[src/hdl/rv32_consts.svh]
/* Widths, reset PC, opcodes, funct codes and the datapath select
   encodings for the RV32I core */
`ifndef RV32_CONSTS_SVH
`define RV32_CONSTS_SVH

`define RV32_XLEN        32
`define RV32_REG_ADDR_W  5
`define RV32_RESET_PC    32'h0000_0000

`define RV32_OP_LUI      7'b01_101_11
`define RV32_OP_AUIPC    7'b00_101_11
`define RV32_OP_JAL      7'b11_011_11
`define RV32_OP_JALR     7'b11_001_11
`define RV32_OP_BRANCH   7'b11_000_11
`define RV32_OP_LOAD     7'b00_000_11
`define RV32_OP_STORE    7'b01_000_11
`define RV32_OP_IMM      7'b00_100_11
`define RV32_OP_OP       7'b01_100_11

// Branch conditions
`define RV32_F3_BEQ      3'b000
`define RV32_F3_BNE      3'b001
`define RV32_F3_BLT      3'b100
`define RV32_F3_BGE      3'b101
`define RV32_F3_BLTU     3'b110
`define RV32_F3_BGEU     3'b111

// Access sizes, shared by loads and stores
`define RV32_F3_B        3'b000
`define RV32_F3_H        3'b001
`define RV32_F3_W        3'b010
`define RV32_F3_BU       3'b100
`define RV32_F3_HU       3'b101

`define RV32_F3_ADD      3'b000
`define RV32_F3_SLL      3'b001
`define RV32_F3_SLT      3'b010
`define RV32_F3_SLTU     3'b011
`define RV32_F3_XOR      3'b100
`define RV32_F3_SR       3'b101
`define RV32_F3_OR       3'b110
`define RV32_F3_AND      3'b111

`define RV32_F7_BASE     7'b0000000
`define RV32_F7_ALT      7'b0100000

`define RV32_IMM_I       3'd0
`define RV32_IMM_S       3'd1
`define RV32_IMM_B       3'd2
`define RV32_IMM_U       3'd3
`define RV32_IMM_J       3'd4

`define RV32_WB_ALU      3'd0
`define RV32_WB_LUI      3'd1
`define RV32_WB_PC_IMM   3'd2
`define RV32_WB_PC4      3'd3
`define RV32_WB_LOAD     3'd4

`define RV32_MEM_NONE    2'b00
`define RV32_MEM_LOAD    2'b01
`define RV32_MEM_STORE   2'b10

`endif

[src/hdl/rv32_pkg.sv]
/* Shared types of the RV32I core: data words, register indices,
   byte masks, funct3 field, ALU operations and run state */
`include "rv32_consts.svh"

package rv32_pkg;

	typedef logic [`RV32_XLEN-1:0]       word_t;
	typedef logic [`RV32_REG_ADDR_W-1:0] reg_addr_t;
	typedef logic [`RV32_XLEN/8-1:0]     strb_t;  // One bit per byte lane
	typedef logic [2:0]                  funct3_t;

	typedef enum logic [3:0] {
		alu_add,
		alu_sub,
		alu_sll,
		alu_srl,
		alu_sra,
		alu_slt,
		alu_sltu,
		alu_xor,
		alu_or,
		alu_and
	} alu_op_t;

	typedef enum logic {
		st_run,
		st_halted  // Left only by reset
	} core_state_t;

endpackage

[src/hdl/rv32_imm_gen.sv]
/* Immediate generator for the I, S, B, U and J formats */
`timescale 1ns/1ps
`include "rv32_consts.svh"

module rv32_imm_gen (
	input  rv32_pkg::word_t insn,
	input  logic [2:0]      imm_sel,
	output rv32_pkg::word_t imm
);

	always_comb begin
		case (imm_sel)
			`RV32_IMM_S: begin
				imm = {{20{insn[31]}}, insn[31:25], insn[11:7]};
			end
			`RV32_IMM_B: begin
				imm = {{20{insn[31]}}, insn[7], insn[30:25], insn[11:8], 1'b0};
			end
			`RV32_IMM_U: begin
				imm = {insn[31:12], 12'b0};
			end
			`RV32_IMM_J: begin
				imm = {{12{insn[31]}}, insn[19:12], insn[20], insn[30:21], 1'b0};
			end
			default: begin
				imm = {{20{insn[31]}}, insn[31:20]};  // I format
			end
		endcase
	end

endmodule

[src/hdl/rv32_decoder.sv]
/* Instruction decoder with datapath selects, handshake gating
   and the run/halted state machine */
`timescale 1ns/1ps
`include "rv32_consts.svh"

module rv32_decoder (
	input  logic                clk,
	input  logic                arst_n,
	input  rv32_pkg::word_t     insn,
	input  logic                insn_valid,
	input  logic                mem_ready,
	output rv32_pkg::reg_addr_t rs1_idx,
	output rv32_pkg::reg_addr_t rs2_idx,
	output rv32_pkg::reg_addr_t rd_idx,
	output logic                rd_we,
	output rv32_pkg::alu_op_t   alu_op,
	output logic                use_imm,
	output logic [2:0]          imm_sel,
	output logic [2:0]          wb_sel,
	output logic [1:0]          mem_req,
	output rv32_pkg::funct3_t   mem_funct3,
	output logic                branch,
	output logic                jump,
	output logic                jump_reg,
	output logic                complete,
	output logic                trap
);

	logic [6:0]            opcode;
	rv32_pkg::funct3_t     f3;
	logic [6:0]            f7;
	logic                  legal;
	logic                  is_imm_op;
	logic                  writes_rd;
	logic [1:0]            mem_kind;
	logic                  running;
	logic                  accept;
	rv32_pkg::core_state_t state;

	assign opcode     = insn[6:0];
	assign f3         = insn[14:12];
	assign f7         = insn[31:25];
	assign rd_idx     = insn[11:7];
	assign rs1_idx    = insn[19:15];
	assign rs2_idx    = insn[24:20];
	assign mem_funct3 = f3;  // Also selects the branch condition
	assign is_imm_op  = (opcode == `RV32_OP_IMM);

	always_comb begin
		legal     = 1'b0;
		writes_rd = 1'b0;
		alu_op    = rv32_pkg::alu_add;
		use_imm   = 1'b1;
		imm_sel   = `RV32_IMM_I;
		wb_sel    = `RV32_WB_ALU;
		mem_kind  = `RV32_MEM_NONE;
		branch    = 1'b0;
		jump      = 1'b0;
		jump_reg  = 1'b0;
		case (opcode)
			`RV32_OP_LUI: begin
				legal     = 1'b1;
				writes_rd = 1'b1;
				imm_sel   = `RV32_IMM_U;
				wb_sel    = `RV32_WB_LUI;
			end
			`RV32_OP_AUIPC: begin
				legal     = 1'b1;
				writes_rd = 1'b1;
				imm_sel   = `RV32_IMM_U;
				wb_sel    = `RV32_WB_PC_IMM;
			end
			`RV32_OP_JAL: begin
				legal     = 1'b1;
				writes_rd = 1'b1;
				imm_sel   = `RV32_IMM_J;
				wb_sel    = `RV32_WB_PC4;
				jump      = 1'b1;
			end
			`RV32_OP_JALR: begin
				legal     = (f3 == 3'b000);
				writes_rd = 1'b1;
				wb_sel    = `RV32_WB_PC4;
				jump_reg  = 1'b1;  // Target is rs1 + imm from the ALU
			end
			`RV32_OP_BRANCH: begin
				legal   = (f3 != 3'b010) && (f3 != 3'b011);
				use_imm = 1'b0;  // Compare rs1 against rs2
				imm_sel = `RV32_IMM_B;
				branch  = 1'b1;
			end
			`RV32_OP_LOAD: begin
				legal     = (f3 == `RV32_F3_B) || (f3 == `RV32_F3_H) || (f3 == `RV32_F3_W)
				         || (f3 == `RV32_F3_BU) || (f3 == `RV32_F3_HU);
				writes_rd = 1'b1;
				wb_sel    = `RV32_WB_LOAD;
				mem_kind  = `RV32_MEM_LOAD;
			end
			`RV32_OP_STORE: begin
				legal    = (f3 == `RV32_F3_B) || (f3 == `RV32_F3_H) || (f3 == `RV32_F3_W);
				imm_sel  = `RV32_IMM_S;
				mem_kind = `RV32_MEM_STORE;
			end
			`RV32_OP_IMM, `RV32_OP_OP: begin
				writes_rd = 1'b1;
				use_imm   = is_imm_op;
				case (f3)
					`RV32_F3_ADD: begin
						legal = is_imm_op || (f7 == `RV32_F7_BASE) || (f7 == `RV32_F7_ALT);
						if (!is_imm_op && f7 == `RV32_F7_ALT) begin
							alu_op = rv32_pkg::alu_sub;
						end
					end
					`RV32_F3_SLL: begin
						legal  = (f7 == `RV32_F7_BASE);
						alu_op = rv32_pkg::alu_sll;
					end
					`RV32_F3_SR: begin
						legal  = (f7 == `RV32_F7_BASE) || (f7 == `RV32_F7_ALT);
						alu_op = (f7 == `RV32_F7_ALT) ? rv32_pkg::alu_sra : rv32_pkg::alu_srl;
					end
					default: begin
						// Immediate forms carry imm bits where funct7 would be
						legal = is_imm_op || (f7 == `RV32_F7_BASE);
						case (f3)
							`RV32_F3_SLT:  alu_op = rv32_pkg::alu_slt;
							`RV32_F3_SLTU: alu_op = rv32_pkg::alu_sltu;
							`RV32_F3_XOR:  alu_op = rv32_pkg::alu_xor;
							`RV32_F3_OR:   alu_op = rv32_pkg::alu_or;
							default:       alu_op = rv32_pkg::alu_and;
						endcase
					end
				endcase
			end
			default: begin
				legal = 1'b0;
			end
		endcase
	end

	assign running  = (state == rv32_pkg::st_run);
	assign accept   = insn_valid && running && legal;
	assign mem_req  = accept ? mem_kind : `RV32_MEM_NONE;
	assign complete = accept && ((mem_kind == `RV32_MEM_NONE) || mem_ready);
	assign rd_we    = complete && writes_rd;
	assign trap     = !running || (insn_valid && !legal);  // Sticky once halted

	always_ff @(posedge clk or negedge arst_n) begin
		if (!arst_n) begin
			state <= rv32_pkg::st_run;
		end else if (running && insn_valid && !legal) begin
			state <= rv32_pkg::st_halted;
		end
	end

endmodule

[src/hdl/rv32_alu.sv]
/* ALU with add/sub, logic, shifts, set-less-than and the six
   branch conditions */
`timescale 1ns/1ps
`include "rv32_consts.svh"

module rv32_alu (
	input  rv32_pkg::alu_op_t op,
	input  rv32_pkg::word_t   a,
	input  rv32_pkg::word_t   b,
	input  rv32_pkg::funct3_t funct3,
	output rv32_pkg::word_t   result,
	output logic              branch_taken
);

	logic [4:0] shamt;
	logic       lt;
	logic       ltu;

	assign shamt = b[4:0];
	assign lt    = $signed(a) < $signed(b);
	assign ltu   = a < b;

	always_comb begin
		case (op)
			rv32_pkg::alu_sub:  result = a - b;
			rv32_pkg::alu_sll:  result = a << shamt;
			rv32_pkg::alu_srl:  result = a >> shamt;
			rv32_pkg::alu_sra:  result = rv32_pkg::word_t'($signed(a) >>> shamt);
			rv32_pkg::alu_slt:  result = rv32_pkg::word_t'(lt);
			rv32_pkg::alu_sltu: result = rv32_pkg::word_t'(ltu);  // Imm is sign extended first
			rv32_pkg::alu_xor:  result = a ^ b;
			rv32_pkg::alu_or:   result = a | b;
			rv32_pkg::alu_and:  result = a & b;
			default:            result = a + b;
		endcase
	end

	always_comb begin
		case (funct3)
			`RV32_F3_BEQ:  branch_taken = (a == b);
			`RV32_F3_BNE:  branch_taken = (a != b);
			`RV32_F3_BLT:  branch_taken = lt;
			`RV32_F3_BGE:  branch_taken = !lt;
			`RV32_F3_BLTU: branch_taken = ltu;
			`RV32_F3_BGEU: branch_taken = !ltu;
			default:       branch_taken = 1'b0;  // Undecodable, trapped elsewhere
		endcase
	end

endmodule

[src/hdl/rv32_regfile.sv]
/* Register file with x1..x31, two combinational read ports and
   one write port */
`timescale 1ns/1ps
`include "rv32_consts.svh"

module rv32_regfile (
	input  logic                clk,
	input  logic                arst_n,
	input  rv32_pkg::reg_addr_t rs1_idx,
	input  rv32_pkg::reg_addr_t rs2_idx,
	output rv32_pkg::word_t     rs1_data,
	output rv32_pkg::word_t     rs2_data,
	input  rv32_pkg::reg_addr_t rd_idx,
	input  logic                rd_we,
	input  rv32_pkg::word_t     rd_data
);

	rv32_pkg::word_t regs [1:(1 << `RV32_REG_ADDR_W) - 1];  // x0 has no storage

	always_ff @(posedge clk or negedge arst_n) begin
		if (!arst_n) begin
			for (int i = 1; i < (1 << `RV32_REG_ADDR_W); i++) begin
				regs[i] <= '0;
			end
		end else if (rd_we && rd_idx != '0) begin
			regs[rd_idx] <= rd_data;
		end
	end

	assign rs1_data = (rs1_idx == '0) ? '0 : regs[rs1_idx];
	assign rs2_data = (rs2_idx == '0) ? '0 : regs[rs2_idx];

endmodule

[src/hdl/rv32_lsu.sv]
/* Load/store unit: request fields at byte lane 0 and load
   sign/zero extension */
`timescale 1ns/1ps
`include "rv32_consts.svh"

module rv32_lsu (
	input  logic [1:0]        mem_req,
	input  rv32_pkg::funct3_t funct3,
	input  rv32_pkg::word_t   addr,
	input  rv32_pkg::word_t   store_data,
	output logic              mem_valid,
	output rv32_pkg::word_t   mem_addr,
	output rv32_pkg::word_t   mem_wdata,
	output rv32_pkg::strb_t   mem_wstrb,
	output rv32_pkg::strb_t   mem_rmask,
	input  rv32_pkg::word_t   mem_rdata,
	output rv32_pkg::word_t   load_data
);

	logic            is_load;
	logic            is_store;
	rv32_pkg::strb_t lanes;

	assign is_load  = (mem_req == `RV32_MEM_LOAD);
	assign is_store = (mem_req == `RV32_MEM_STORE);

	always_comb begin
		case (funct3)
			`RV32_F3_B, `RV32_F3_BU: lanes = 4'b0001;
			`RV32_F3_H, `RV32_F3_HU: lanes = 4'b0011;
			`RV32_F3_W:              lanes = 4'b1111;
			default:                 lanes = 4'b0000;
		endcase
	end

	assign mem_valid = is_load || is_store;
	assign mem_addr  = mem_valid ? addr : '0;  // Full byte address, no lane shift
	assign mem_wdata = is_store ? store_data : '0;
	assign mem_wstrb = is_store ? lanes : '0;
	assign mem_rmask = is_load ? lanes : '0;

	always_comb begin
		case (funct3)
			`RV32_F3_B:  load_data = {{24{mem_rdata[7]}}, mem_rdata[7:0]};
			`RV32_F3_BU: load_data = {24'b0, mem_rdata[7:0]};
			`RV32_F3_H:  load_data = {{16{mem_rdata[15]}}, mem_rdata[15:0]};
			`RV32_F3_HU: load_data = {16'b0, mem_rdata[15:0]};
			default:     load_data = mem_rdata;
		endcase
	end

endmodule

[src/hdl/rv32_core.sv]
/* RV32I core top: PC register, next-PC and write-back selection,
   decoder, immediates, ALU, register file and LSU */
`timescale 1ns/1ps
`include "rv32_consts.svh"

module rv32_core (
	input  logic            clk,
	input  logic            arst_n,
	output rv32_pkg::word_t insn_addr,
	input  rv32_pkg::word_t insn,
	input  logic            insn_valid,
	output logic            insn_complete,
	output logic            trap,
	output logic            mem_valid,
	input  logic            mem_ready,
	output rv32_pkg::word_t mem_addr,
	output rv32_pkg::word_t mem_wdata,
	output rv32_pkg::strb_t mem_wstrb,
	output rv32_pkg::strb_t mem_rmask,
	input  rv32_pkg::word_t mem_rdata
);

	rv32_pkg::word_t     pc;
	rv32_pkg::word_t     pc_next;
	rv32_pkg::word_t     pc_plus4;
	rv32_pkg::word_t     pc_plus_imm;
	rv32_pkg::word_t     imm;
	rv32_pkg::word_t     rs1_data;
	rv32_pkg::word_t     rs2_data;
	rv32_pkg::word_t     alu_b;
	rv32_pkg::word_t     alu_result;
	rv32_pkg::word_t     load_data;
	rv32_pkg::word_t     rd_data;
	rv32_pkg::reg_addr_t rs1_idx;
	rv32_pkg::reg_addr_t rs2_idx;
	rv32_pkg::reg_addr_t rd_idx;
	rv32_pkg::alu_op_t   alu_op;
	rv32_pkg::funct3_t   mem_funct3;
	logic                rd_we;
	logic                use_imm;
	logic [2:0]          imm_sel;
	logic [2:0]          wb_sel;
	logic [1:0]          mem_req;
	logic                branch;
	logic                jump;
	logic                jump_reg;
	logic                branch_taken;

	rv32_decoder rv32_decoder_i (
		.clk        (clk),
		.arst_n     (arst_n),
		.insn       (insn),
		.insn_valid (insn_valid),
		.mem_ready  (mem_ready),
		.rs1_idx    (rs1_idx),
		.rs2_idx    (rs2_idx),
		.rd_idx     (rd_idx),
		.rd_we      (rd_we),
		.alu_op     (alu_op),
		.use_imm    (use_imm),
		.imm_sel    (imm_sel),
		.wb_sel     (wb_sel),
		.mem_req    (mem_req),
		.mem_funct3 (mem_funct3),
		.branch     (branch),
		.jump       (jump),
		.jump_reg   (jump_reg),
		.complete   (insn_complete),
		.trap       (trap)
	);

	rv32_imm_gen rv32_imm_gen_i (
		.insn    (insn),
		.imm_sel (imm_sel),
		.imm     (imm)
	);

	assign alu_b = use_imm ? imm : rs2_data;

	rv32_alu rv32_alu_i (
		.op           (alu_op),
		.a            (rs1_data),
		.b            (alu_b),
		.funct3       (mem_funct3),
		.result       (alu_result),
		.branch_taken (branch_taken)
	);

	rv32_regfile rv32_regfile_i (
		.clk      (clk),
		.arst_n   (arst_n),
		.rs1_idx  (rs1_idx),
		.rs2_idx  (rs2_idx),
		.rs1_data (rs1_data),
		.rs2_data (rs2_data),
		.rd_idx   (rd_idx),
		.rd_we    (rd_we),
		.rd_data  (rd_data)
	);

	rv32_lsu rv32_lsu_i (
		.mem_req    (mem_req),
		.funct3     (mem_funct3),
		.addr       (alu_result),  // rs1 + I or S immediate
		.store_data (rs2_data),
		.mem_valid  (mem_valid),
		.mem_addr   (mem_addr),
		.mem_wdata  (mem_wdata),
		.mem_wstrb  (mem_wstrb),
		.mem_rmask  (mem_rmask),
		.mem_rdata  (mem_rdata),
		.load_data  (load_data)
	);

	assign insn_addr   = pc;
	assign pc_plus4    = pc + rv32_pkg::word_t'(4);
	assign pc_plus_imm = pc + imm;  // Branch, JAL and AUIPC share this adder

	always_comb begin
		if (jump_reg) begin
			pc_next = {alu_result[31:1], 1'b0};
		end else if (jump || (branch && branch_taken)) begin
			pc_next = pc_plus_imm;
		end else begin
			pc_next = pc_plus4;
		end
	end

	always_comb begin
		case (wb_sel)
			`RV32_WB_LUI:    rd_data = imm;
			`RV32_WB_PC_IMM: rd_data = pc_plus_imm;
			`RV32_WB_PC4:    rd_data = pc_plus4;  // Link address
			`RV32_WB_LOAD:   rd_data = load_data;
			default:         rd_data = alu_result;
		endcase
	end

	// PC holds on stalls and stays frozen after a trap
	always_ff @(posedge clk or negedge arst_n) begin
		if (!arst_n) begin
			pc <= `RV32_RESET_PC;
		end else if (insn_complete) begin
			pc <= pc_next;
		end
	end

endmodule

[config.mk]
export PLATFORM = sky130hd
export DESIGN_NAME = rv32_core
export DESIGN_NICKNAME = d
export VERILOG_FILES = /design/src/hdl/rv32_pkg.sv /design/src/hdl/rv32_imm_gen.sv /design/src/hdl/rv32_decoder.sv /design/src/hdl/rv32_alu.sv /design/src/hdl/rv32_regfile.sv /design/src/hdl/rv32_lsu.sv /design/src/hdl/rv32_core.sv
export VERILOG_INCLUDE_DIRS = /design/src /design/src/hdl
export SDC_FILE = /design/constraint.sdc
export NUM_CORES = 2
export LEC_CHECK = 0
export BUFFER_PORTS_ARGS = -buffer_cell sky130_fd_sc_hd__buf_2
export CORE_AREA = 2 2 337 339
export CTS_CLUSTER_SIZE = 30
export DETAILED_ROUTE_END_ITERATION = 10
export DIE_AREA = 0 0 339 341
export PLACE_DENSITY = 0.77
export SLEW_MARGIN = 15
export SYNTH_ARGS = -nofsm -noshare
export SYNTH_HDL_FRONTEND = slang
export SYNTH_SLANG_ARGS = --single-unit
[constraint.sdc]
create_clock -name clk -period 17.6 [get_ports clk]
set_input_delay 1.76 -clock clk [delete_from_list [all_inputs] [get_ports clk]]
set_output_delay 1.76 -clock clk [all_outputs]
set_load 0.05 [all_outputs]
Yosys cells after proc, flatten, opt, wreduce, memory -nomap -nowiden
Index checks and enable logic that the tools add are counted.

cells by class
  bitwise operators = 7
  div/mod/pow operators = 0
  shift-type cells = 3
  magnitude comparators = 6
  reductions and logical operators = 39
  eq/ne operators = 40
  mux-type cells = 40
  add/sub/neg operators = 4
  multipliers = 0

operator list
  cell                                                              count
  992-bit bitwise mux                                               1
  32-bit two-way mux                                                12
  32-bit binary-select mux with 5-bit select                        2
  32-bit case mux with 9 select lines                               1
  32-bit case mux with 4 select lines                               2
  32-bit demux with 5-bit select                                    1
  31-bit case mux with 4 select lines                               1
  32-bit adder                                                      2
  32-bit < comparator                                               2
  32-bit by 3-bit adder with 32-bit output (second input constant)  1
  32-bit AND                                                        1
  32-bit == test                                                    1
  32-bit != test                                                    1
  32-bit bitwise OR                                                 1
  32-bit by 5-bit left shift with 32-bit output                     1
  32-bit by 5-bit >> shifter with 32-bit output                     1
  32-bit by 5-bit >>> shifter with 32-bit output                    1
  32-bit subtractor                                                 1
  32-bit XOR                                                        1
  7-bit by 6-bit == test with 1-bit output (second input constant)  4
  3-bit case mux with 4 select lines                                2
  4-bit case mux with 3 select lines                                2
  7-bit == test (second input constant)                             3
  3-bit by 2-bit == test with 1-bit output (second input constant)  6
  35 further kinds                                                  88

storage, ports and cells
  flip-flop bits (word level) = 1025
  latch bits = 0
  memories kept = 0
  memory bits (writable) = 0
  logic and storage cells = 172
  output and inout port bits = 107
  ROM bits = 0

Depth between registers and ports, before layout
  word-level depth = 13
  gate-level depth with buffers = 30
  depth with buffers taken out = 21

Modules after synthesis
Synthesis repeated with hierarchy kept, for this count alone.

second synthesis, totals
  cell total of the unflattened synthesis = 6171
  area, all modules = 70871.7 um^2

by module, submodules not included
  module        cells each  times used  area each (um^2)
  rv32_regfile  3666        1           53488.8
  rv32_alu      1322        1           9323.9
  rv32_core     852         1           5985.7
  rv32_lsu      154         1           869.6
  rv32_decoder  87          1           611.8
  rv32_imm_gen  90          1           591.8

Worst setup path before layout
OpenSTA, ideal clock, no wires.

  path kind = in2out
  from = input insn[20]
  to = output mem_addr[27]
  arrival time = 8008 ps
  buffers on the path = 8
  stages = 26
  path slack = 7832 ps
  cell sequence = buf_6 -> buf_6 -> buf_6 -> buf_6 -> buf_2 -> buf_1 -> buf_1 -> mux4_2 -> mux4_2 -> mux2i_1 -> nor2_1 -> a21oi_1 -> ha_1 -> buf_2 -> nand4_1 -> or2_2 -> or4_1 -> o21ai_0 -> nor2_1 -> o21ai_0 -> a21oi_1 -> a2bb2oi_1 -> mux2i_1 -> a211o_1 -> nor2_1 -> nor2_1

on the way
  word-level cells in the longest chain between the ends = 9
  elaborated cells on any way between the ends = 18
  those cells by class = 2 x add/sub; 3 x shift; 8 x mux; 4 x bitwise; 1 x reduce/logical

ends and longest elaborated chain
  what                                                    line                RTL
  start, declared                                         rv32_core.sv:10     input rv32_pkg::word_t insn,
  5-bit inverter with 6-bit output (not written as such)  rv32_regfile.sv:31  assign rs2_data = (rs2_idx == '0) ? '0 : regs[rs2_idx];
  32-bit binary-select mux with 5-bit select              rv32_regfile.sv:31
  32-bit two-way mux (not written as such) (2 in series)  rv32_regfile.sv:31
  32-bit two-way mux                                      rv32_regfile.sv:31
  32-bit two-way mux *                                    rv32_core.sv:78     assign alu_b = use_imm ? imm : rs2_data;
  32-bit adder, or another cell as far along              rv32_alu.sv:34      default: result = a + b;
  32-bit case mux with 9 select lines *                   rv32_alu.sv:24      case (op)
  32-bit two-way mux *                                    rv32_lsu.sv:37      assign mem_addr = mem_valid ? addr : '0;
  end, declared                                           rv32_core.sv:16     output rv32_pkg::word_t mem_addr,

Mark *: on every way between the ends. The rest lies on a longest branch, timed or not. The select of a mux whose other input is x is not followed.

Worst setup path in the final report
  from = input insn[21]
  to = output mem_addr[21]

Same word-level chain as after synthesis.

==> flow_summary.json <==
{
  "critPathCaptureType": "output port",
  "ys_warn_count": 0,
  "cp_cell_sequence": "buf_8, buf_4, buf_4, buf_4, mux2_2, a22o_1, mux4_2, mux2i_1, nand2_1, o21ai_0, ha_1, inv_1, a21oi_1, a211oi_1, o311a_1, a211oi_1, a21oi_1, a211oi_1, a31oi_1, a311o_1, nor4_1, nor2_1, buf_2",
  "tns_ns": 0,
  "netSwitchingFraction_pct": 31.1,
  "die_w_um": 339,
  "power_leakage_nw": 32.2,
  "die-height_um": 341,
  "post-cts-setup-buffer-count": 0,
  "fin_crit_sh_pct": 69.0,
  "synth_area_leaders": "dfrtp_1, mux4_2, o21ai_0, nand2_1, mux2i_1",
  "hold_path_class": "register to register",
  "fill_cells": 8831,
  "cts_inserted_buffers": 107,
  "num_rows": 123,
  "place_area_um2": 68600,
  "first_iter_violations": 9809,
  "syn_to_final_growth_pct": 8.41,
  "post_drt_wl_per_cell_um": 35.1,
  "dp.cells": 8273,
  "p_comb_share_pct": 17.5,
  "die_area_um2": 116000,
  "dp_hpwl_um": 198000,
  "powerDensity_nw_per_um2": 81.1,
  "first_global_vias": 61300,
  "slew_violations": 0,
  "syn_area_per_cell_um2": 9.46,
  "vdd_ir_drop_max_uv": 97.4,
  "synthDistinctLibCells": 98,
  "cts.clk_slew.worst_paths_ns": 0.06,
  "drtAntennaViolNets": 0,
  "critPathMaxStageDelay_ns": 0.86,
  "nets": 7087,
  "crit_buf_inv": 6,
  "p_int_mw": 4.06,
  "place_congestion": 1.16,
  "finalHoldViolCount": 0,
  "initial_core_util_pct": 59.8,
  "rsz0062_at_grt": "no",
  "clkPwrFrac_pct": 42.4,
  "yosys.area.top_type": "dfrtp_1",
  "cp.arrival_ns": 10.39,
  "syn-num-nets": 7278,
  "status": "finished clean",
  "ys_top_cells_by_count": "nand2_1, dfrtp_1, o21ai_0",
  "fin_crit_ns": 12.15,
  "async_flop_share_pct": 100,
  "power.switching_mw": 1.83,
  "drt_pass1_iterations": 7,
  "totalWireLength_um": 298000,
  "cts_hold_buf": 0,
  "max_freq_mhz": 82.3,
  "ys_ff_latch": 1025,
  "antenna_found_initial": 29,
  "syn_inst": 7076,
  "synth_flop_cell": "dfrtp_1",
  "ios": 175,
  "syn_area_um2": 66900,
  "cts_resized": 0,
  "slowest_stage": "nor4_1",
  "grtUsageTotal_pct": 50.9,
  "grt_pass1_wl_um": 427000,
  "cts_htree_levels": 3,
  "grt_max_degree": 124,
  "clkSinkCount": 1025,
  "drv_cap": 0,
  "slew_headroom_pct": 10.3,
  "synth_top_area_share_pct": 38.3,
  "finClkSkew_ns": 0.0420,
  "multi_input_area_um2": 38200,
  "vias": 63300,
  "cts_tree": "built",
  "port_buffers": 174,
  "core_area_um2": 112000,
  "p_seq_share_pct": 40.1,
  "fin_cells": 8492,
  "regArea_um2": 25600,
  "cp-start-kind": "input pin",
  "cp_max_fo": 73,
  "cp.required_ns": 15.84,
  "cpLargestDelayFamily": "buffers and inverters",
  "worst_pin_slew_ns": 1.31,
  "clockRootBuffer": "clkbuf_16",
  "drc": 0,
  "vias_per_cell": 7.46,
  "synth_edf_count": 0,
  "drive_above_1_share_pct": 17.1,
  "clkLatencyLatePin_ns": 0.75,
  "stdcell_area_um2": 72500,
  "path_class": "input pin to output port",
  "yosys.cell_count.top_type": "nand2_1",
  "clockBufferDepth": 3,
  "finalSetupViolCount": 0,
  "yosysSeqAreaShare_pct": 38.3,
  "grt_remaining_overflow": 0
}
## kinds of logic after synthesis
logic type                 synth area share, %
and+or+nand+nor                           12.3
adders and majority gates                 2.54
AOI/OAI and AO/OA                         19.8
muxes                                     20.9
xor gates and xnor gates                 0.929
buffers and inverters                     5.18
DFF                                       38.3
## final timing paths
check                                         start                  endpoint  slack, ns  cells past startpoint
max in group asynchronous                    arst_n  rv32_regfile_i.regs[550]      13.29                      4
min                        rv32_regfile_i.regs[829]  rv32_regfile_i.regs[829]       0.50                      2
max                                        insn[21]              mem_addr[21]       5.45                     23
max reg2reg                  rv32_regfile_i.regs[0]  rv32_regfile_i.regs[209]       9.14                     23
min in group asynchronous                    arst_n  rv32_regfile_i.regs[110]       1.03                      1
min reg2reg                rv32_regfile_i.regs[829]  rv32_regfile_i.regs[829]       0.50                      2
## flip-flops by register name, indices dropped and copies added (netlist names)
name,cells
insn_addr,32
rv32_regfile_i.regs,992
rv32_decoder_i.state,1
## per-layer routing
| metal | part of all wire (%) | global-route usage [%] | wire, µm |
|---|---|---|---|
| met3 | 15 | 20.6 | 45300 |
| met2 | 41 | 71.1 | 122000 |
| met1 | 36 | 64.6 | 106000 |
| met4 | 8.1 | 35.2 | 24200 |
| met5 | 0.071 | 0 | 212 |
## power by group through the flow
| stage | Sequential [mW] | Combinational, mW | Clock (mW) |
|---|---|---|---|
| 6_report | 2.36 | 1.03 | 2.50 |
| 2_1_floorplan | 2.41 | 0.557 | 0 |
| 3_5_place_dp | 2.40 | 0.960 | 0 |
| 5_1_grt | 2.36 | 1.05 | 2.59 |
| 3_3_place_gp | 2.40 | 0.960 | 0 |
| 4_1_cts | 2.36 | 0.964 | 2.49 |
## stage by stage
step           setup WS [ns]  util, %  total power, mW  hold slack (ns)
5_1_grt                 5.34     64.8             6.00            0.524
2_1_floorplan           7.83        -             2.96            0.451
3_5_place_dp            5.85     61.3             3.36            0.488
3_3_place_gp            5.96     61.3             3.36            0.472
6_report                5.45     64.8             5.89            0.501
4_1_cts                 5.83     64.7             5.81            0.502
## final cells by class
cell class                      instances  area share [%]
Antenna cell                           16          0.0552
Sequential cell                      1025            35.4
Clock inverter                         42           0.918
Clock buffer                          158            4.41
Tap cell                             1500            2.59
Multi-Input combinational cell       5251            52.7
Timing Repair Buffer                  353            3.19
Inverter                              147           0.766
## worst register-to-register path, cell delays in order (launching register included)
cell	delay (ns)
dfrtp_1	0.40
mux4_2	0.48
a22oi_1	0.20
a21oi_1	0.18
a311oi_4	0.56
a21o_2	0.22
buf_4	0.68
inv_2	0.04
buf_4	0.34
ha_1	0.31
nand2b_1	0.17
a21oi_1	0.32
o32ai_1	0.14
buf_4	0.19
o21a_1	0.26
o21ai_0	0.50
a21o_1	0.20
a2111oi_0	0.10
o32ai_1	0.63
o2111ai_1	0.21
a2111oi_1	0.62
buf_4	0.33
a21o_1	0.90
o21ai_0	0.31
## cells in the final DEF, fill, tap and decap left out, types with 16 or more instances in the layout
cell type,n
nand3_1,77
o21ai_0,1005
and2_1,23
buf_2,168
a21o_1,53
xnor2_1,47
nor4_1,19
clkbuf_16,107
nand4_1,35
a22oi_1,45
o21bai_1,18
a21oi_1,277
o22ai_1,166
clkinv_2,16
nor3_1,165
xor2_1,24
clkbuf_1,18
nor2b_1,28
a22o_1,92
mux2i_1,400
a31oi_1,29
o21ai_1,72
inv_1,141
a221oi_1,29
mux2_2,195
buf_4,175
a211oi_1,89
clkbuf_8,33
and3_1,30
nand2_1,1065
ha_1,131
dfrtp_1,1025
o21a_1,32
diode_2,16
o221ai_1,33
nor2_1,345
a211o_1,42
nand2b_1,29
o211ai_1,34
mux4_2,346
No activity file was read; power rests on OpenSTA's default activity.
